### config.mk
export PLATFORM = sky130hd
export DESIGN_NAME = axil2apb
export DESIGN_NICKNAME = d
export VERILOG_FILES = /design/src/axil2apb_pkg.sv /design/src/axil2apb.sv /design/src/axil_response.sv /design/src/apb_transfer.sv /design/src/axil_req_arbiter.sv /design/src/axil_skid_buffer.sv
export SDC_FILE = /design/constraint.sdc
export NUM_CORES = 1
export LEC_CHECK = 0
export BUFFER_PORTS_ARGS = -buffer_cell sky130_fd_sc_hd__buf_2
export CAP_MARGIN = 15
export CORE_MARGIN = 2
export CORE_UTILIZATION = 49
export CTS_CLUSTER_DIAMETER = 50
export DETAILED_ROUTE_END_ITERATION = 7
export PLACE_DENSITY_LB_ADDON = 0.1
export SYNTH_ARGS = -nofsm -noshare
export SYNTH_HDL_FRONTEND = slang
export SYNTH_SLANG_ARGS = --single-unit
### constraint.sdc
create_clock -name S_AXI_ACLK -period 7.9 [get_ports S_AXI_ACLK]
set_input_delay 1.58 -clock S_AXI_ACLK [delete_from_list [all_inputs] [get_ports S_AXI_ACLK]]
set_output_delay 1.58 -clock S_AXI_ACLK [all_outputs]
set_load 0.05 [all_outputs]
### src/axil2apb_pkg.sv
`default_nettype none

package axil2apb_pkg;

	//////////////////////////////
	// Bus widths
	//////////////////////////////

	// Address width on both buses
	localparam int ADDR_W = 32;
	// Data word width, shared by AXI-lite and APB
	localparam int DATA_W = 32;
	// One strobe bit per data byte
	localparam int STRB_W = DATA_W / 8;
	// Byte offset bits, returned as zero on PADDR
	localparam int ADDR_LSB = $clog2(STRB_W);
	// AxPROT and PPROT
	localparam int PROT_W = 3;
	// Word address carried through the request path
	localparam int WADDR_W = ADDR_W - ADDR_LSB;

	// Skid buffer payloads
	// Word address above prot, for AW and AR
	localparam int AREQ_W = WADDR_W + PROT_W;
	// Data above strobe, for W
	localparam int WREQ_W = DATA_W + STRB_W;

	//////////////////////////////
	// Response codes
	//////////////////////////////

	localparam int RESP_W = 2;
	// Normal completion
	localparam logic [RESP_W-1:0] RESP_OKAY = 2'b00;
	// APB slave raised PSLVERR
	localparam logic [RESP_W-1:0] RESP_SLVERR = 2'b10;

endpackage

`default_nettype wire
### src/axil2apb.sv
`default_nettype none

module axil2apb (
	input  wire                                S_AXI_ACLK,
	input  wire                                S_AXI_ARESETN,
	// AXI-lite write address
	input  wire                                S_AXI_AWVALID,
	output wire                                S_AXI_AWREADY,
	input  wire [axil2apb_pkg::ADDR_W-1:0]     S_AXI_AWADDR,
	input  wire [axil2apb_pkg::PROT_W-1:0]     S_AXI_AWPROT,
	// AXI-lite write data
	input  wire                                S_AXI_WVALID,
	output wire                                S_AXI_WREADY,
	input  wire [axil2apb_pkg::DATA_W-1:0]     S_AXI_WDATA,
	input  wire [axil2apb_pkg::STRB_W-1:0]     S_AXI_WSTRB,
	// AXI-lite write response
	output wire                                S_AXI_BVALID,
	input  wire                                S_AXI_BREADY,
	output wire [axil2apb_pkg::RESP_W-1:0]     S_AXI_BRESP,
	// AXI-lite read address
	input  wire                                S_AXI_ARVALID,
	output wire                                S_AXI_ARREADY,
	input  wire [axil2apb_pkg::ADDR_W-1:0]     S_AXI_ARADDR,
	input  wire [axil2apb_pkg::PROT_W-1:0]     S_AXI_ARPROT,
	// AXI-lite read data
	output wire                                S_AXI_RVALID,
	input  wire                                S_AXI_RREADY,
	output wire [axil2apb_pkg::DATA_W-1:0]     S_AXI_RDATA,
	output wire [axil2apb_pkg::RESP_W-1:0]     S_AXI_RRESP,
	// APB master
	output wire                                M_APB_PSEL,
	output wire                                M_APB_PENABLE,
	input  wire                                M_APB_PREADY,
	output wire [axil2apb_pkg::ADDR_W-1:0]     M_APB_PADDR,
	output wire                                M_APB_PWRITE,
	output wire [axil2apb_pkg::DATA_W-1:0]     M_APB_PWDATA,
	output wire [axil2apb_pkg::STRB_W-1:0]     M_APB_PWSTRB,
	output wire [axil2apb_pkg::PROT_W-1:0]     M_APB_PPROT,
	input  wire [axil2apb_pkg::DATA_W-1:0]     M_APB_PRDATA,
	input  wire                                M_APB_PSLVERR
);

	// Skid buffer outputs
	wire                               aw_valid, w_valid, ar_valid;
	wire [axil2apb_pkg::WADDR_W-1:0]   aw_addr, ar_addr;
	wire [axil2apb_pkg::PROT_W-1:0]    aw_prot, ar_prot;
	wire [axil2apb_pkg::DATA_W-1:0]    w_data;
	wire [axil2apb_pkg::STRB_W-1:0]    w_strb;

	// Arbiter and engine handshakes
	wire                               wr_issue, rd_issue, apb_idle;
	wire                               wr_done, rd_done, done_err;
	wire [axil2apb_pkg::DATA_W-1:0]    done_data;

	//////////////////////////////
	// Request skid buffers
	//////////////////////////////

	// Byte offset bits of the AXI addresses are dropped here
	axil_skid_buffer #(.WIDTH(axil2apb_pkg::AREQ_W)) aw_skid (
		.S_AXI_ACLK(S_AXI_ACLK), .S_AXI_ARESETN(S_AXI_ARESETN),
		.i_valid(S_AXI_AWVALID), .o_ready(S_AXI_AWREADY),
		.i_data({S_AXI_AWADDR[axil2apb_pkg::ADDR_W-1:axil2apb_pkg::ADDR_LSB], S_AXI_AWPROT}),
		.o_valid(aw_valid), .i_ready(wr_issue), .o_data({aw_addr, aw_prot}));

	axil_skid_buffer #(.WIDTH(axil2apb_pkg::WREQ_W)) w_skid (
		.S_AXI_ACLK(S_AXI_ACLK), .S_AXI_ARESETN(S_AXI_ARESETN),
		.i_valid(S_AXI_WVALID), .o_ready(S_AXI_WREADY),
		.i_data({S_AXI_WDATA, S_AXI_WSTRB}),
		.o_valid(w_valid), .i_ready(wr_issue), .o_data({w_data, w_strb}));

	axil_skid_buffer #(.WIDTH(axil2apb_pkg::AREQ_W)) ar_skid (
		.S_AXI_ACLK(S_AXI_ACLK), .S_AXI_ARESETN(S_AXI_ARESETN),
		.i_valid(S_AXI_ARVALID), .o_ready(S_AXI_ARREADY),
		.i_data({S_AXI_ARADDR[axil2apb_pkg::ADDR_W-1:axil2apb_pkg::ADDR_LSB], S_AXI_ARPROT}),
		.o_valid(ar_valid), .i_ready(rd_issue), .o_data({ar_addr, ar_prot}));

	//////////////////////////////
	// Arbitration and APB
	//////////////////////////////

	// Both write buffers pop on the same issue
	axil_req_arbiter arb (
		.S_AXI_ACLK(S_AXI_ACLK), .S_AXI_ARESETN(S_AXI_ARESETN),
		.i_aw_valid(aw_valid), .i_w_valid(w_valid), .i_ar_valid(ar_valid),
		.i_apb_idle(apb_idle),
		.i_bvalid(S_AXI_BVALID), .i_bready(S_AXI_BREADY),
		.i_rvalid(S_AXI_RVALID), .i_rready(S_AXI_RREADY),
		.o_wr_issue(wr_issue), .o_rd_issue(rd_issue));

	apb_transfer apb (
		.S_AXI_ACLK(S_AXI_ACLK), .S_AXI_ARESETN(S_AXI_ARESETN),
		.i_wr_issue(wr_issue), .i_rd_issue(rd_issue),
		.i_aw_addr(aw_addr), .i_ar_addr(ar_addr),
		.i_aw_prot(aw_prot), .i_ar_prot(ar_prot),
		.i_wdata(w_data), .i_wstrb(w_strb),
		.o_psel(M_APB_PSEL), .o_penable(M_APB_PENABLE), .o_pwrite(M_APB_PWRITE),
		.o_paddr(M_APB_PADDR), .o_pwdata(M_APB_PWDATA),
		.o_pwstrb(M_APB_PWSTRB), .o_pprot(M_APB_PPROT),
		.i_pready(M_APB_PREADY), .i_prdata(M_APB_PRDATA), .i_pslverr(M_APB_PSLVERR),
		.o_apb_idle(apb_idle),
		.o_wr_done(wr_done), .o_rd_done(rd_done),
		.o_done_err(done_err), .o_done_data(done_data));

	//////////////////////////////
	// Response channels
	//////////////////////////////

	axil_response resp (
		.S_AXI_ACLK(S_AXI_ACLK), .S_AXI_ARESETN(S_AXI_ARESETN),
		.i_wr_done(wr_done), .i_rd_done(rd_done),
		.i_done_err(done_err), .i_done_data(done_data),
		.o_bvalid(S_AXI_BVALID), .i_bready(S_AXI_BREADY), .o_bresp(S_AXI_BRESP),
		.o_rvalid(S_AXI_RVALID), .i_rready(S_AXI_RREADY),
		.o_rdata(S_AXI_RDATA), .o_rresp(S_AXI_RRESP));

endmodule

`default_nettype wire

### src/axil_response.sv
`default_nettype none

module axil_response (
	input  logic                               S_AXI_ACLK,
	input  logic                               S_AXI_ARESETN,
	// Completion from the APB engine
	input  logic                               i_wr_done,
	input  logic                               i_rd_done,
	input  logic                               i_done_err,
	input  logic [axil2apb_pkg::DATA_W-1:0]    i_done_data,
	// AXI-lite B channel
	output logic                               o_bvalid,
	input  logic                               i_bready,
	output logic [axil2apb_pkg::RESP_W-1:0]    o_bresp,
	// AXI-lite R channel
	output logic                               o_rvalid,
	input  logic                               i_rready,
	output logic [axil2apb_pkg::DATA_W-1:0]    o_rdata,
	output logic [axil2apb_pkg::RESP_W-1:0]    o_rresp
);

	// AXI code for the finishing transfer
	logic [axil2apb_pkg::RESP_W-1:0] done_resp;

	// Register free this cycle
	logic b_load;
	logic r_load;

	assign done_resp = i_done_err ? axil2apb_pkg::RESP_SLVERR : axil2apb_pkg::RESP_OKAY;

	// Empty or being accepted
	assign b_load = !o_bvalid || i_bready;
	assign r_load = !o_rvalid || i_rready;

	//////////////////////////////
	// Write response
	//////////////////////////////

	always_ff @(posedge S_AXI_ACLK)
	begin
		if (!S_AXI_ARESETN)
			o_bvalid <= 1'b0;
		else if (b_load)
			o_bvalid <= i_wr_done;
	end

	always_ff @(posedge S_AXI_ACLK)
	begin
		if (b_load && i_wr_done)
			o_bresp <= done_resp;
	end

	//////////////////////////////
	// Read response
	//////////////////////////////

	always_ff @(posedge S_AXI_ACLK)
	begin
		if (!S_AXI_ARESETN)
			o_rvalid <= 1'b0;
		else if (r_load)
			o_rvalid <= i_rd_done;
	end

	// Data and code stay put while the master stalls
	always_ff @(posedge S_AXI_ACLK)
	begin
		if (r_load && i_rd_done)
		begin
			o_rdata <= i_done_data;
			o_rresp <= done_resp;
		end
	end

endmodule

`default_nettype wire

### src/apb_transfer.sv
`default_nettype none

module apb_transfer (
	input  logic                               S_AXI_ACLK,
	input  logic                               S_AXI_ARESETN,
	// Issue strobes from the arbiter
	input  logic                               i_wr_issue,
	input  logic                               i_rd_issue,
	// Request payloads from the skid buffers
	input  logic [axil2apb_pkg::WADDR_W-1:0]   i_aw_addr,
	input  logic [axil2apb_pkg::WADDR_W-1:0]   i_ar_addr,
	input  logic [axil2apb_pkg::PROT_W-1:0]    i_aw_prot,
	input  logic [axil2apb_pkg::PROT_W-1:0]    i_ar_prot,
	input  logic [axil2apb_pkg::DATA_W-1:0]    i_wdata,
	input  logic [axil2apb_pkg::STRB_W-1:0]    i_wstrb,
	// APB master
	output logic                               o_psel,
	output logic                               o_penable,
	output logic                               o_pwrite,
	output logic [axil2apb_pkg::ADDR_W-1:0]    o_paddr,
	output logic [axil2apb_pkg::DATA_W-1:0]    o_pwdata,
	output logic [axil2apb_pkg::STRB_W-1:0]    o_pwstrb,
	output logic [axil2apb_pkg::PROT_W-1:0]    o_pprot,
	input  logic                               i_pready,
	input  logic [axil2apb_pkg::DATA_W-1:0]    i_prdata,
	input  logic                               i_pslverr,
	// Status back to the arbiter
	output logic                               o_apb_idle,
	// Completion toward the response registers
	output logic                               o_wr_done,
	output logic                               o_rd_done,
	output logic                               o_done_err,
	output logic [axil2apb_pkg::DATA_W-1:0]    o_done_data
);

	// Access phase ending this cycle
	logic access_done;

	//////////////////////////////
	// Phase sequencing
	//////////////////////////////

	// Idle, then setup with PSEL alone, then access with PENABLE
	// Access repeats until PREADY
	always_ff @(posedge S_AXI_ACLK)
	begin
		if (!S_AXI_ARESETN)
		begin
			o_psel    <= 1'b0;
			o_penable <= 1'b0;
		end
		else if (!o_psel)
		begin
			o_psel    <= i_wr_issue || i_rd_issue;
			o_penable <= 1'b0;
		end
		else if (!o_penable)
			o_penable <= 1'b1;
		else if (i_pready)
		begin
			o_psel    <= 1'b0;
			o_penable <= 1'b0;
		end
	end

	// Request fields captured at issue
	// Held steady through setup and access
	always_ff @(posedge S_AXI_ACLK)
	begin
		if (i_wr_issue)
		begin
			o_paddr  <= {i_aw_addr, {axil2apb_pkg::ADDR_LSB{1'b0}}};
			o_pwrite <= 1'b1;
			o_pprot  <= i_aw_prot;
			o_pwdata <= i_wdata;
			o_pwstrb <= i_wstrb;
		end
		else if (i_rd_issue)
		begin
			o_paddr  <= {i_ar_addr, {axil2apb_pkg::ADDR_LSB{1'b0}}};
			o_pwrite <= 1'b0;
			o_pprot  <= i_ar_prot;
			// No byte lanes written on a read
			o_pwstrb <= '0;
		end
	end

	//////////////////////////////
	// Status and completion
	//////////////////////////////

	// Free for a new request once PSEL has dropped
	assign o_apb_idle = !o_psel;

	assign access_done = o_psel && o_penable && i_pready;

	// Split by direction of the finishing transfer
	assign o_wr_done   = access_done && o_pwrite;
	assign o_rd_done   = access_done && !o_pwrite;
	// Slave response passes straight through
	assign o_done_err  = i_pslverr;
	assign o_done_data = i_prdata;

endmodule

`default_nettype wire

### src/axil_req_arbiter.sv
`default_nettype none

module axil_req_arbiter (
	input  logic S_AXI_ACLK,
	input  logic S_AXI_ARESETN,
	// Pending requests from the skid buffers
	input  logic i_aw_valid,
	input  logic i_w_valid,
	input  logic i_ar_valid,
	// APB engine free to start
	input  logic i_apb_idle,
	// Response channel state
	input  logic i_bvalid,
	input  logic i_bready,
	input  logic i_rvalid,
	input  logic i_rready,
	// Issue strobes, never both high
	output logic o_wr_issue,
	output logic o_rd_issue
);

	// High when the next tie goes to the write side
	logic r_wr_grant;

	// Response register occupied and not draining
	logic b_stall;
	logic r_stall;

	// Side could start a transfer this cycle
	logic wr_ok;
	logic rd_ok;

	//////////////////////////////
	// Eligibility
	//////////////////////////////

	assign b_stall = i_bvalid && !i_bready;
	assign r_stall = i_rvalid && !i_rready;

	// Write needs address and data together
	assign wr_ok = i_aw_valid && i_w_valid && i_apb_idle && !b_stall;
	assign rd_ok = i_ar_valid && i_apb_idle && !r_stall;

	//////////////////////////////
	// Grant
	//////////////////////////////

	// Lone requester wins outright
	// Ties resolved by the grant register
	assign o_wr_issue = wr_ok && (r_wr_grant || !rd_ok);
	assign o_rd_issue = rd_ok && (!r_wr_grant || !wr_ok);

	// Flip toward the other side after every issue
	// Writes first out of reset
	always_ff @(posedge S_AXI_ACLK)
	begin
		if (!S_AXI_ARESETN)
			r_wr_grant <= 1'b1;
		else if (o_wr_issue)
			r_wr_grant <= 1'b0;
		else if (o_rd_issue)
			r_wr_grant <= 1'b1;
	end

endmodule

`default_nettype wire

### src/axil_skid_buffer.sv
`default_nettype none

module axil_skid_buffer #(
	// Payload width in bits
	parameter int WIDTH = 8
) (
	input  logic             S_AXI_ACLK,
	input  logic             S_AXI_ARESETN,
	// Upstream side
	input  logic             i_valid,
	output logic             o_ready,
	input  logic [WIDTH-1:0] i_data,
	// Downstream side
	output logic             o_valid,
	input  logic             i_ready,
	output logic [WIDTH-1:0] o_data
);

	// One holding slot
	logic             r_full;
	logic [WIDTH-1:0] r_data;

	//////////////////////////////
	// Outputs
	//////////////////////////////

	// Accept new beats only while the slot is free
	assign o_ready = !r_full;

	// Held item goes first
	// Empty buffer is a straight wire
	assign o_valid = i_valid || r_full;
	assign o_data  = r_full ? r_data : i_data;

	//////////////////////////////
	// Holding slot
	//////////////////////////////

	// Fill when an accepted beat meets a stalled output
	// Drain once downstream takes the held item
	always_ff @(posedge S_AXI_ACLK)
	begin
		if (!S_AXI_ARESETN)
			r_full <= 1'b0;
		else if (i_valid && !r_full && !i_ready)
			r_full <= 1'b1;
		else if (i_ready)
			r_full <= 1'b0;
	end

	// Payload follows the input while the slot is free
	// Frozen while full
	always_ff @(posedge S_AXI_ACLK)
	begin
		if (!r_full)
			r_data <= i_data;
	end

endmodule

`default_nettype wire

==> After elaboration in Yosys (flattened, before gate mapping) <==
Cells that the tools add are included.
{ "totals": {"mem_bits_rw": 0, "output_inout_bits": 115, "mem_count": 0, "latch_bits": 0, "regBits": 216, "mem_bits_ro": 0, "in_bits": 147} }
{ "classes": {"bitwise": 0, "n_eq_ne": 0, "div": 0, "addsub": 0, "magnitude_cmp": 0, "mul": 0, "n_mux": 20, "n_shift": 0, "reduce_logical": 50} }
{ "op_table": {"columns": ["op", "n"], "rows": [
  ["two-way mux 33 bit", 2],
  ["two-way mux 32 bit", 2],
  ["two-way mux 36 bit", 1],
  ["logical AND 1 bit", 21],
  ["zero test 1 bit", 16],
  ["two-way mux 1 bit", 10],
  ["logical OR 1 bit", 8],
  ["two-way mux 4 bit", 2],
  ["nonzero test 2 bit", 4],
  ["two-way mux 3 bit", 2],
  ["two-way mux 2 bit", 1],
  ["AND reduction 2 bit", 1]
]} }

==> Depth between registers and ports, before layout <==
Gate-level depths: netlist (run 1).
{ "logic_depth": {"depth_word": 10, "ltp_mapped": 7, "depth_no_buf": 4} }

==> By module <==
A second synthesis (run 1) with hierarchy kept.
{ "unflattened": {"hier_cells": 444, "area_unflattened_um2": 7898.8} }
{ "by_module_without_submodules": {"columns": ["module", "seq_area_each_um2", "area_per_inst_um2", "cells_each", "n_inst"], "rows": [
  ["apb_transfer", 2132.0, 2899.0, 159, 1],
  ["axil_skid_buffer (ar_skid ...)", 680.7, 1253.7, 74, 2],
  ["axil_skid_buffer (w_skid)", 740.7, 1275.0, 80, 1],
  ["axil_response", 1061.0, 1134.8, 45, 1],
  ["axil_req_arbiter", 20.0, 82.6, 12, 1]
]} }

==> Least setup slack after synthesis (run 1) <==
Ideal clock, no wire load.
{ "synth_path": {"kind": "in2reg", "startpoint": "in S_AXI_WVALID", "endpoint": "reg apb.o_paddr[10] (netlist name), enable pin", "setup_time_ns": 0.538, "stages": 2, "arrival_ns": 5.615, "path_slack_ns": 1.748, "t_required_ns": 7.362, "path_cell_list": "nor2_1 > o41ai_1"} }
{ "synth_via": {"elab_chain_cells": 8} }
{ "synth_rtl": {"columns": ["element", "line_no", "rtl"], "rows": [
  ["start, declared", "axil2apb.sv:12", "input wire S_AXI_WVALID,"],
  ["logical OR 1 bit *", "axil_skid_buffer.sv:32", "assign o_valid = i_valid || r_full;"],
  ["logical AND 1 bit * (3 in series)", "axil_req_arbiter.sv:41", "assign wr_ok = i_aw_valid && i_w_valid && i_apb_idle && !b_stall;"],
  ["zero test 1 bit", "axil_req_arbiter.sv:51", "assign o_rd_issue = rd_ok && (!r_wr_grant || !wr_ok);"],
  ["logical OR 1 bit", "axil_req_arbiter.sv:51", null],
  ["logical AND 1 bit", "axil_req_arbiter.sv:51", null],
  ["nonzero test 2 bit (no line) *", null, null],
  ["end signal, assigned", "apb_transfer.sv:72", "o_paddr <= {i_aw_addr, {axil2apb_pkg::ADDR_LSB{1'b0}}};"],
  ["end signal, assigned", "apb_transfer.sv:80", "o_paddr <= {i_ar_addr, {axil2apb_pkg::ADDR_LSB{1'b0}}};"],
  ["end, declared", "apb_transfer.sv:20", "output logic [axil2apb_pkg::ADDR_W-1:0] o_paddr,"]
]} }
Every way passes the cells marked *; elsewhere a longest branch is shown, timed or not.
A chain may end at the register's enable or synchronous reset.

==> Final worst setup path (run 1) <==
{ "layout_path": {"startpoint": "in S_AXI_WVALID", "endpoint": "reg apb.o_pwdata[2] (netlist name), enable pin"} }
{ "layout_via": {"elab_chain_cells": 5} }
{ "layout_rtl": {"columns": ["element", "line_no", "rtl"], "rows": [
  ["logical OR 1 bit", "axil_skid_buffer.sv:32", null],
  ["logical AND 1 bit (3 in series)", "axil_req_arbiter.sv:41", null],
  ["logical AND 1 bit", "axil_req_arbiter.sv:50", "assign o_wr_issue = wr_ok && (r_wr_grant || !rd_ok);"],
  ["end signal, assigned", "apb_transfer.sv:75", "o_pwdata <= i_wdata;"],
  ["end, declared", "apb_transfer.sv:21", "output logic [axil2apb_pkg::DATA_W-1:0] o_pwdata,"]
]} }
Every way passes these cells.

==> run summary, run 1 <==
Main synth FF type: dfxtp_1
Initial antenna violation count: 2
Post-Syn Instances: 408
Input/output buffers: 253
Post-Syn Area: 7340 sq um
CTS resizes: 0
Slew HR: 0.376
H-Tree Depth: 1
DRC: 0
Async set-reset flop share out of synthesis: 0
Crit path DAT: 3.64 ns
Root Driver: clkbuf_16
Slew Viols, Final: 0
Syn Area/Cell: 18.0 sq um
Starting Density: 0.503
Sink Count: 214
Fin. Hold Viols: 0
Final Skew: 0.0114 ns
Area Overhead vs Synth: 29.0%
N_diodes: 0
Chip Width: 126 um
Slew @ Worst Pin: 0.936 ns
Layout cell share with drive strength beyond 1: 0.631
Post-DP HPWL: 10.8 mm
First-pass GRT wire length: 23.1 mm
Placer's final routability congestion estimate: 0.762
DR WL/cell: 17.2 um
Unrepaired setup endpoints after global routing: no
Vias: 4260
LEAKAGE: 4.07 nW
Clock slew at reported path FFs: 0.06 ns
CP required: 8.08 ns
Crit. End Element: register
Post-synth EDFFs: 103
Initial DRC count: 178
Clock tree buffer depth: 3
Number of routed nets with antenna violations: 0
Remaining Overflow, GRT: 0
Peak supply drop: 215 uV
Setup TNS: 0 ns
PnR worst setup slack: 4.44 ns
Max Fclk: 289 MHz
Largest net degree at the start of global routing: 39
TritonRoute pass-1 iters: 4
Post-layout min period: 3.46 ns
Critical path peak fanout: 36
Num CTS Buffers: 23
Final worst-path cycle share: 0.438
Vias in the first global route: 4503
Hold WC Path Type: register to register
CP Class: input pin to register
Die Ht: 126 um
Number of max-cap violations: 0
Hold Buf Count CTS: 0
Synth warn: 0
Setup violators final: 0
Post-Route WL: 15.0 mm
Seq cells post-synth: 214
DR vias/cell: 4.87
IO Pins: 262
DP Worst Slack: 3.88 ns
Status: finished, final reports clean
PD cells: 303 nW/um^2
Core area: 14600 sq um
Setup bufs post-CTS: 0
Worst-Skew Late Latency: 0.50 ns
Distinct cells, synth: 33
Row cnt: 44
Nets: 821
All-layer global routing usage: 0.183
CTS tree: yes
Post-synthesis sequential area ratio: 0.725
Die ar.: 16000 sq um
Startpoint Class: input pin
kinds of logic (layout without fill, tap and decap cells):
| group | Yosys count | count (layout) | synth area share |
|---|---|---|---|
| muxes | 135 | 135 | 0.221 |
| other | 1 | 4 | 0.000511 |
| and+or+nand+nor | 24 | 24 | 0.0232 |
| AOI/OAI and AO/OA | 8 | 8 | 0.00768 |
| buffers and inverters | 26 | 306 | 0.0230 |
| DFF | 214 | 214 | 0.725 |
worst max-delay path, stage by stage:
cell and delay, ns:
buf_2 0.08, nor2_1 0.08, nor4_4 0.58, nand2_8 0.33, inv_1 0.63, buf_4 0.36
layout by cell type (no fill, tap or decap), drive strengths merged, types with 2 or more instances in the layout:
master    count
nor2b         2
a21oi         3
clkbuf       27
clkinvlp      3
and3b         2
nand2         2
conb          4
inv          10
and3          4
clkinv        7
mux2        135
buf         258
edfxtp      103
dfxtp       111
nor2          7
where the power goes:
group | leakage, nW | internal, mW | switching [mW]
clock network | 0.344 | 0.577 | 0.424
logic | 1.81 | 0.177 | 0.333
registers | 1.91 | 1.31 | 0.0481
total | 4.07 | 2.06 | 0.806
path summary, 6_finish.rpt:
kind	to	slack, ns	cells after the start	start
setup / recovery	apb.o_pwdata[2]$_DFFE_PN_	4.44	6	S_AXI_WVALID
hold / removal	w_skid.r_data[3]$_DFF_P_	0.47	1	w_skid.r_data[3]$_DFF_P_
setup reg to reg	apb.o_pwdata[2]$_DFFE_PN_	4.59	5	aw_skid.r_full$_SDFFE_PN0P_
hold reg to reg	w_skid.r_data[3]$_DFF_P_	0.47	1	w_skid.r_data[3]$_DFF_P_
stage by stage:
| step | hold WS [ns] | std cells | total power, mW | cell area (sq um) | utilization |
|---|---|---|---|---|---|
| 2_1_floorplan | 0.444 | 411 | 1.77 | 7350 | - |
| 3_3_place_gp | 0.451 | 833 | 1.88 | 8750 | 0.600 |
| 3_5_place_dp | 0.459 | 833 | 1.90 | 8750 | 0.600 |
| 4_1_cts | 0.473 | 875 | 2.90 | 9460 | 0.649 |
| 5_1_grt | 0.481 | 875 | 2.98 | 9460 | 0.649 |
| 6_report | 0.467 | 875 | 2.87 | 9460 | 0.649 |
synth_stat cells, drive strengths merged, types with 2 or more instances:
cell    number  area (sq um)
a21oi        3          15.0
and3         4          25.0
and3b        2          17.5
buf         13           120
clkbuf       7          26.3
dfxtp      111          2220
edfxtp     103          3090
inv          6          22.5
mux2       135          1620
nand2        2          23.8
nor2         7          28.8
nor2b        2          12.5
per-layer routing:
metal / vias up / track usage / share of wire
li1: 2024 / - / -
met1: 2025 / 0.207 / 0.38
met2: 186 / 0.329 / 0.51
met3: 23 / 0.0628 / 0.095
met4: 2 / 0.0504 / 0.019
met5: - / 0 / 0.00087
registers in the layout, summed over array words and instances (netlist names), 3 cells and up:
signal,cells
apb.o_pwstrb,4
apb.o_pwdata,32
ar_skid.r_data,33
aw_skid.r_data,33
apb.o_paddr,30
w_skid.r_data,36
apb.o_pprot,3
resp.o_rdata,32
final cells by class:
cell class | count | area (sq um)
clock buffers | 27 | 591
clock inverters | 15 | 124
fillers | 1119 | 5120
inverters | 6 | 22.5
multi-input cells | 171 | 1880
flip-flops and latches | 214 | 5320
well taps | 184 | 230
repair buffers | 258 | 1300
(Power assumes the default switching activity.)
==> run 2, diff against run 1 <==
Settings changed: ABC_AREA from default to 1, CORE_UTILIZATION 49 to 44.
Clock period 7.9 ns to 2.9 ns, I/O delays scaled along.
==> run 2 against run 1 <==
Register-to-register slack got worse by 3.7 ns. Routed wire length increased by 13%. Global-route usage increased by 0.55 points. Die area increased by 12%. Worst hold slack got worse by 0.20 ns. Highest routed layer unchanged. Clock skew decreased by 0.0028 ns. Largest cell class unchanged. First-iteration DRC count increased by 22%. Power increased to 3.4 times the previous value. Worst setup slack got worse by 4.0 ns. Critical path depth decreased by 2. Synthesized cell count increased by 75%. Via count increased by 27%.
==> run summary, run 2 <==
Clock tree buffer depth: 3
DRC: 0
Crit. End Element: output port
Post-synth EDFFs: 103
Most frequent cells after synthesis: nand2_1 (374), dfxtp_1 (111), edfxtp_1 (103)
PD cells: 1000 nW/um^2
Post-synthesis sequential area ratio: 0.719
Post-layout min period: 2.44 ns
Setup bufs post-CTS: 0
Seq cells post-synth: 214
Top-count cell post-synth: nand2_1
RR Endpoint: apb.o_pwdata[20]$_DFFE_PN_
CTS resizes: 0
Status: finished, final reports clean
Biggest register: w_skid.r_data
LEAKAGE: 4.75 nW
Hold Buf Count CTS: 0
Placer's final routability congestion estimate: 0.755
Peak supply drop: 527 uV
Largest net degree at the start of global routing: 37
Crit path depth: 4
Crit path DAT: 1.86 ns
Worst Setup SP: aw_skid.r_full$_SDFFE_PN0P_
Post-Syn Instances: 716
Vias: 5401
Main synth FF type: dfxtp_1
Vias in the first global route: 5151
Chip Width: 134 um
Post-DP HPWL: 11.4 mm
Distinct cells, synth: 22
Slew Viols, Final: 0
Final worst-path cycle share: 0.842
Reg2reg start: aw_skid.r_full$_SDFFE_PN0P_
CP Class: register to output port
Fillers: 1518
IO Pins: 262
Sink Count: 214
Fin. Hold Viols: 0
Input/output buffers: 253
CP Buf/Inv Count: 4
Cell family with most CP delay: buffers and inverters
Worst-Skew Late Latency: 0.49 ns
Total power: 9.61 mW
R2R setup slack: 0.85 ns
Number of max-cap violations: 0
Max FFs per register: 36
Core area: 16500 sq um
Setup TNS: 0 ns
Most common cell after layout, fill and taps aside: nand2_1
DR WL/cell: 14.0 um
Unrepaired setup endpoints after global routing: no
CP required: 2.32 ns
Max Fclk: 410 MHz
Syn Area/Cell: 10.3 sq um
CTS tree: yes
Final Skew: 0.00860 ns
Starting Density: 0.448
CP max stage cell: dfxtp_1
All-layer global routing usage: 0.189
CP endpoint: S_AXI_AWREADY
Post-Route WL: 17.0 mm
Crit path cell chain: buf_4 > inv_2 > buf_4 > buf_2
TritonRoute pass-1 iters: 4
CP peak stage delay: 0.31 ns
Synth top area cells: edfxtp_1 (42%), dfxtp_1 (30%), nand2_1 (19%), nand3_1 (2.6%), buf_4 (1.0%)
Die ar.: 17900 sq um
Area share of the leading cell type in the synthesized netlist: 0.418
Root Driver: clkbuf_16
Final standard cell area without fillers: 9600 sq um
Synth warn: 0
Clock slew at reported path FFs: 0.06 ns
Num CTS Buffers: 23
Startpoint Class: register
Most frequent cells in the layout: nand2_1 (373), buf_2 (253), dfxtp_1 (111)
Synth area leader: edfxtp_1
Layout cell share with drive strength beyond 1: 0.325
DR vias/cell: 4.46
Setup violators final: 0
Final std cells w/o fill: 1211
Placed cell areas: 8840 sq um
Hold WC Path Type: input pin to register
Most used cell, CP: buf_4
Critical path peak fanout: 21
Area Overhead vs Synth: 29.8%
Placed Instances: 1169
Initial antenna violation count: 2
Initial DRC count: 218
Number of routed nets with antenna violations: 0
Top flop regs: w_skid.r_data (36), ar_skid.r_data (33), aw_skid.r_data (33)
Nets: 1121
Post-Syn Area: 7400 sq um
R2R depth: 8
Async set-reset flop share out of synthesis: 0
Remaining Overflow, GRT: 0
Row cnt: 47
H-Tree Depth: 1
First-pass GRT wire length: 26.7 mm
Die Ht: 134 um
-- run 2: kinds of logic after synthesis --
group | Yosys count | synth area share
other cells | 1 | 0.000507
simple gates | 435 | 0.234
compound gates | 9 | 0.00609
flops | 214 | 0.719
buf+inv | 57 | 0.0404
-- run 2: area by class of cell --
class	count	area, sq um	area share
Inverter	21	78.8	0.00821
Clock inverter	8	53.8	0.00560
Clock buffer	33	703	0.0732
Tap cell	220	275	0.0287
Timing Repair Buffer	266	1380	0.143
Sequential cell	214	5320	0.553
Multi-Input combinational cell	448	1800	0.187
Antenna cell	1	2.50	0.000261
-- run 2: power breakdown --
group / internal [mW] / switching, mW / leakage [nW] / total [mW]
sequential: 3.91 / 0.172 / 1.92 / 4.08
combinational: 0.571 / 2.13 / 2.45 / 2.70
clock: 1.69 / 1.13 / 0.384 / 2.83
total: 6.17 / 3.43 / 4.75 / 9.61
-- run 2: how the worst min path moves through the flow --
stage	endpoint	startpoint	slack, ns	depth (start not counted)
6_report	resp.o_rdata[5]$_DFFE_PP_	M_APB_PRDATA[5]	0.27	1
5_1_grt	resp.o_rdata[22]$_DFFE_PP_	M_APB_PRDATA[22]	0.25	1
4_1_cts	resp.o_rdata[30]$_DFFE_PP_	M_APB_PRDATA[30]	0.25	1
3_5_place_dp	w_skid.r_data[34]$_DFF_P_	w_skid.r_data[34]$_DFF_P_	0.43	2
3_3_place_gp	w_skid.r_data[34]$_DFF_P_	w_skid.r_data[34]$_DFF_P_	0.43	2
2_1_floorplan	w_skid.r_data[34]$_DFF_P_	w_skid.r_data[34]$_DFF_P_	0.41	2
-- run 2: metrics by stage --
step	utilization	hold slack, ns	worst slack (ns)
after CTS	0.581	0.247	0.401
after global routing	0.581	0.248	0.329
final	0.581	0.271	0.459
after global placement	0.535	0.426	0.818
after detailed placement	0.535	0.431	0.801
after floorplan	-	0.414	0.0936
-- run 2: per-layer routing --
layer	track usage	wire length, um	up-vias
met3	0.0563	1520	31
met2	0.312	7730	225
met4	0.0538	429	2
met5	0	13	-
li1	-	-	2791
met1	0.242	7290	2352
-- run 2: worst reg2reg max path, delay by kind of cell (launching register included) --
family | cells | cell delay [ns]
and+or+nand+nor | 4 | 0.46
buffers and inverters | 4 | 0.90
DFF | 1 | 0.32
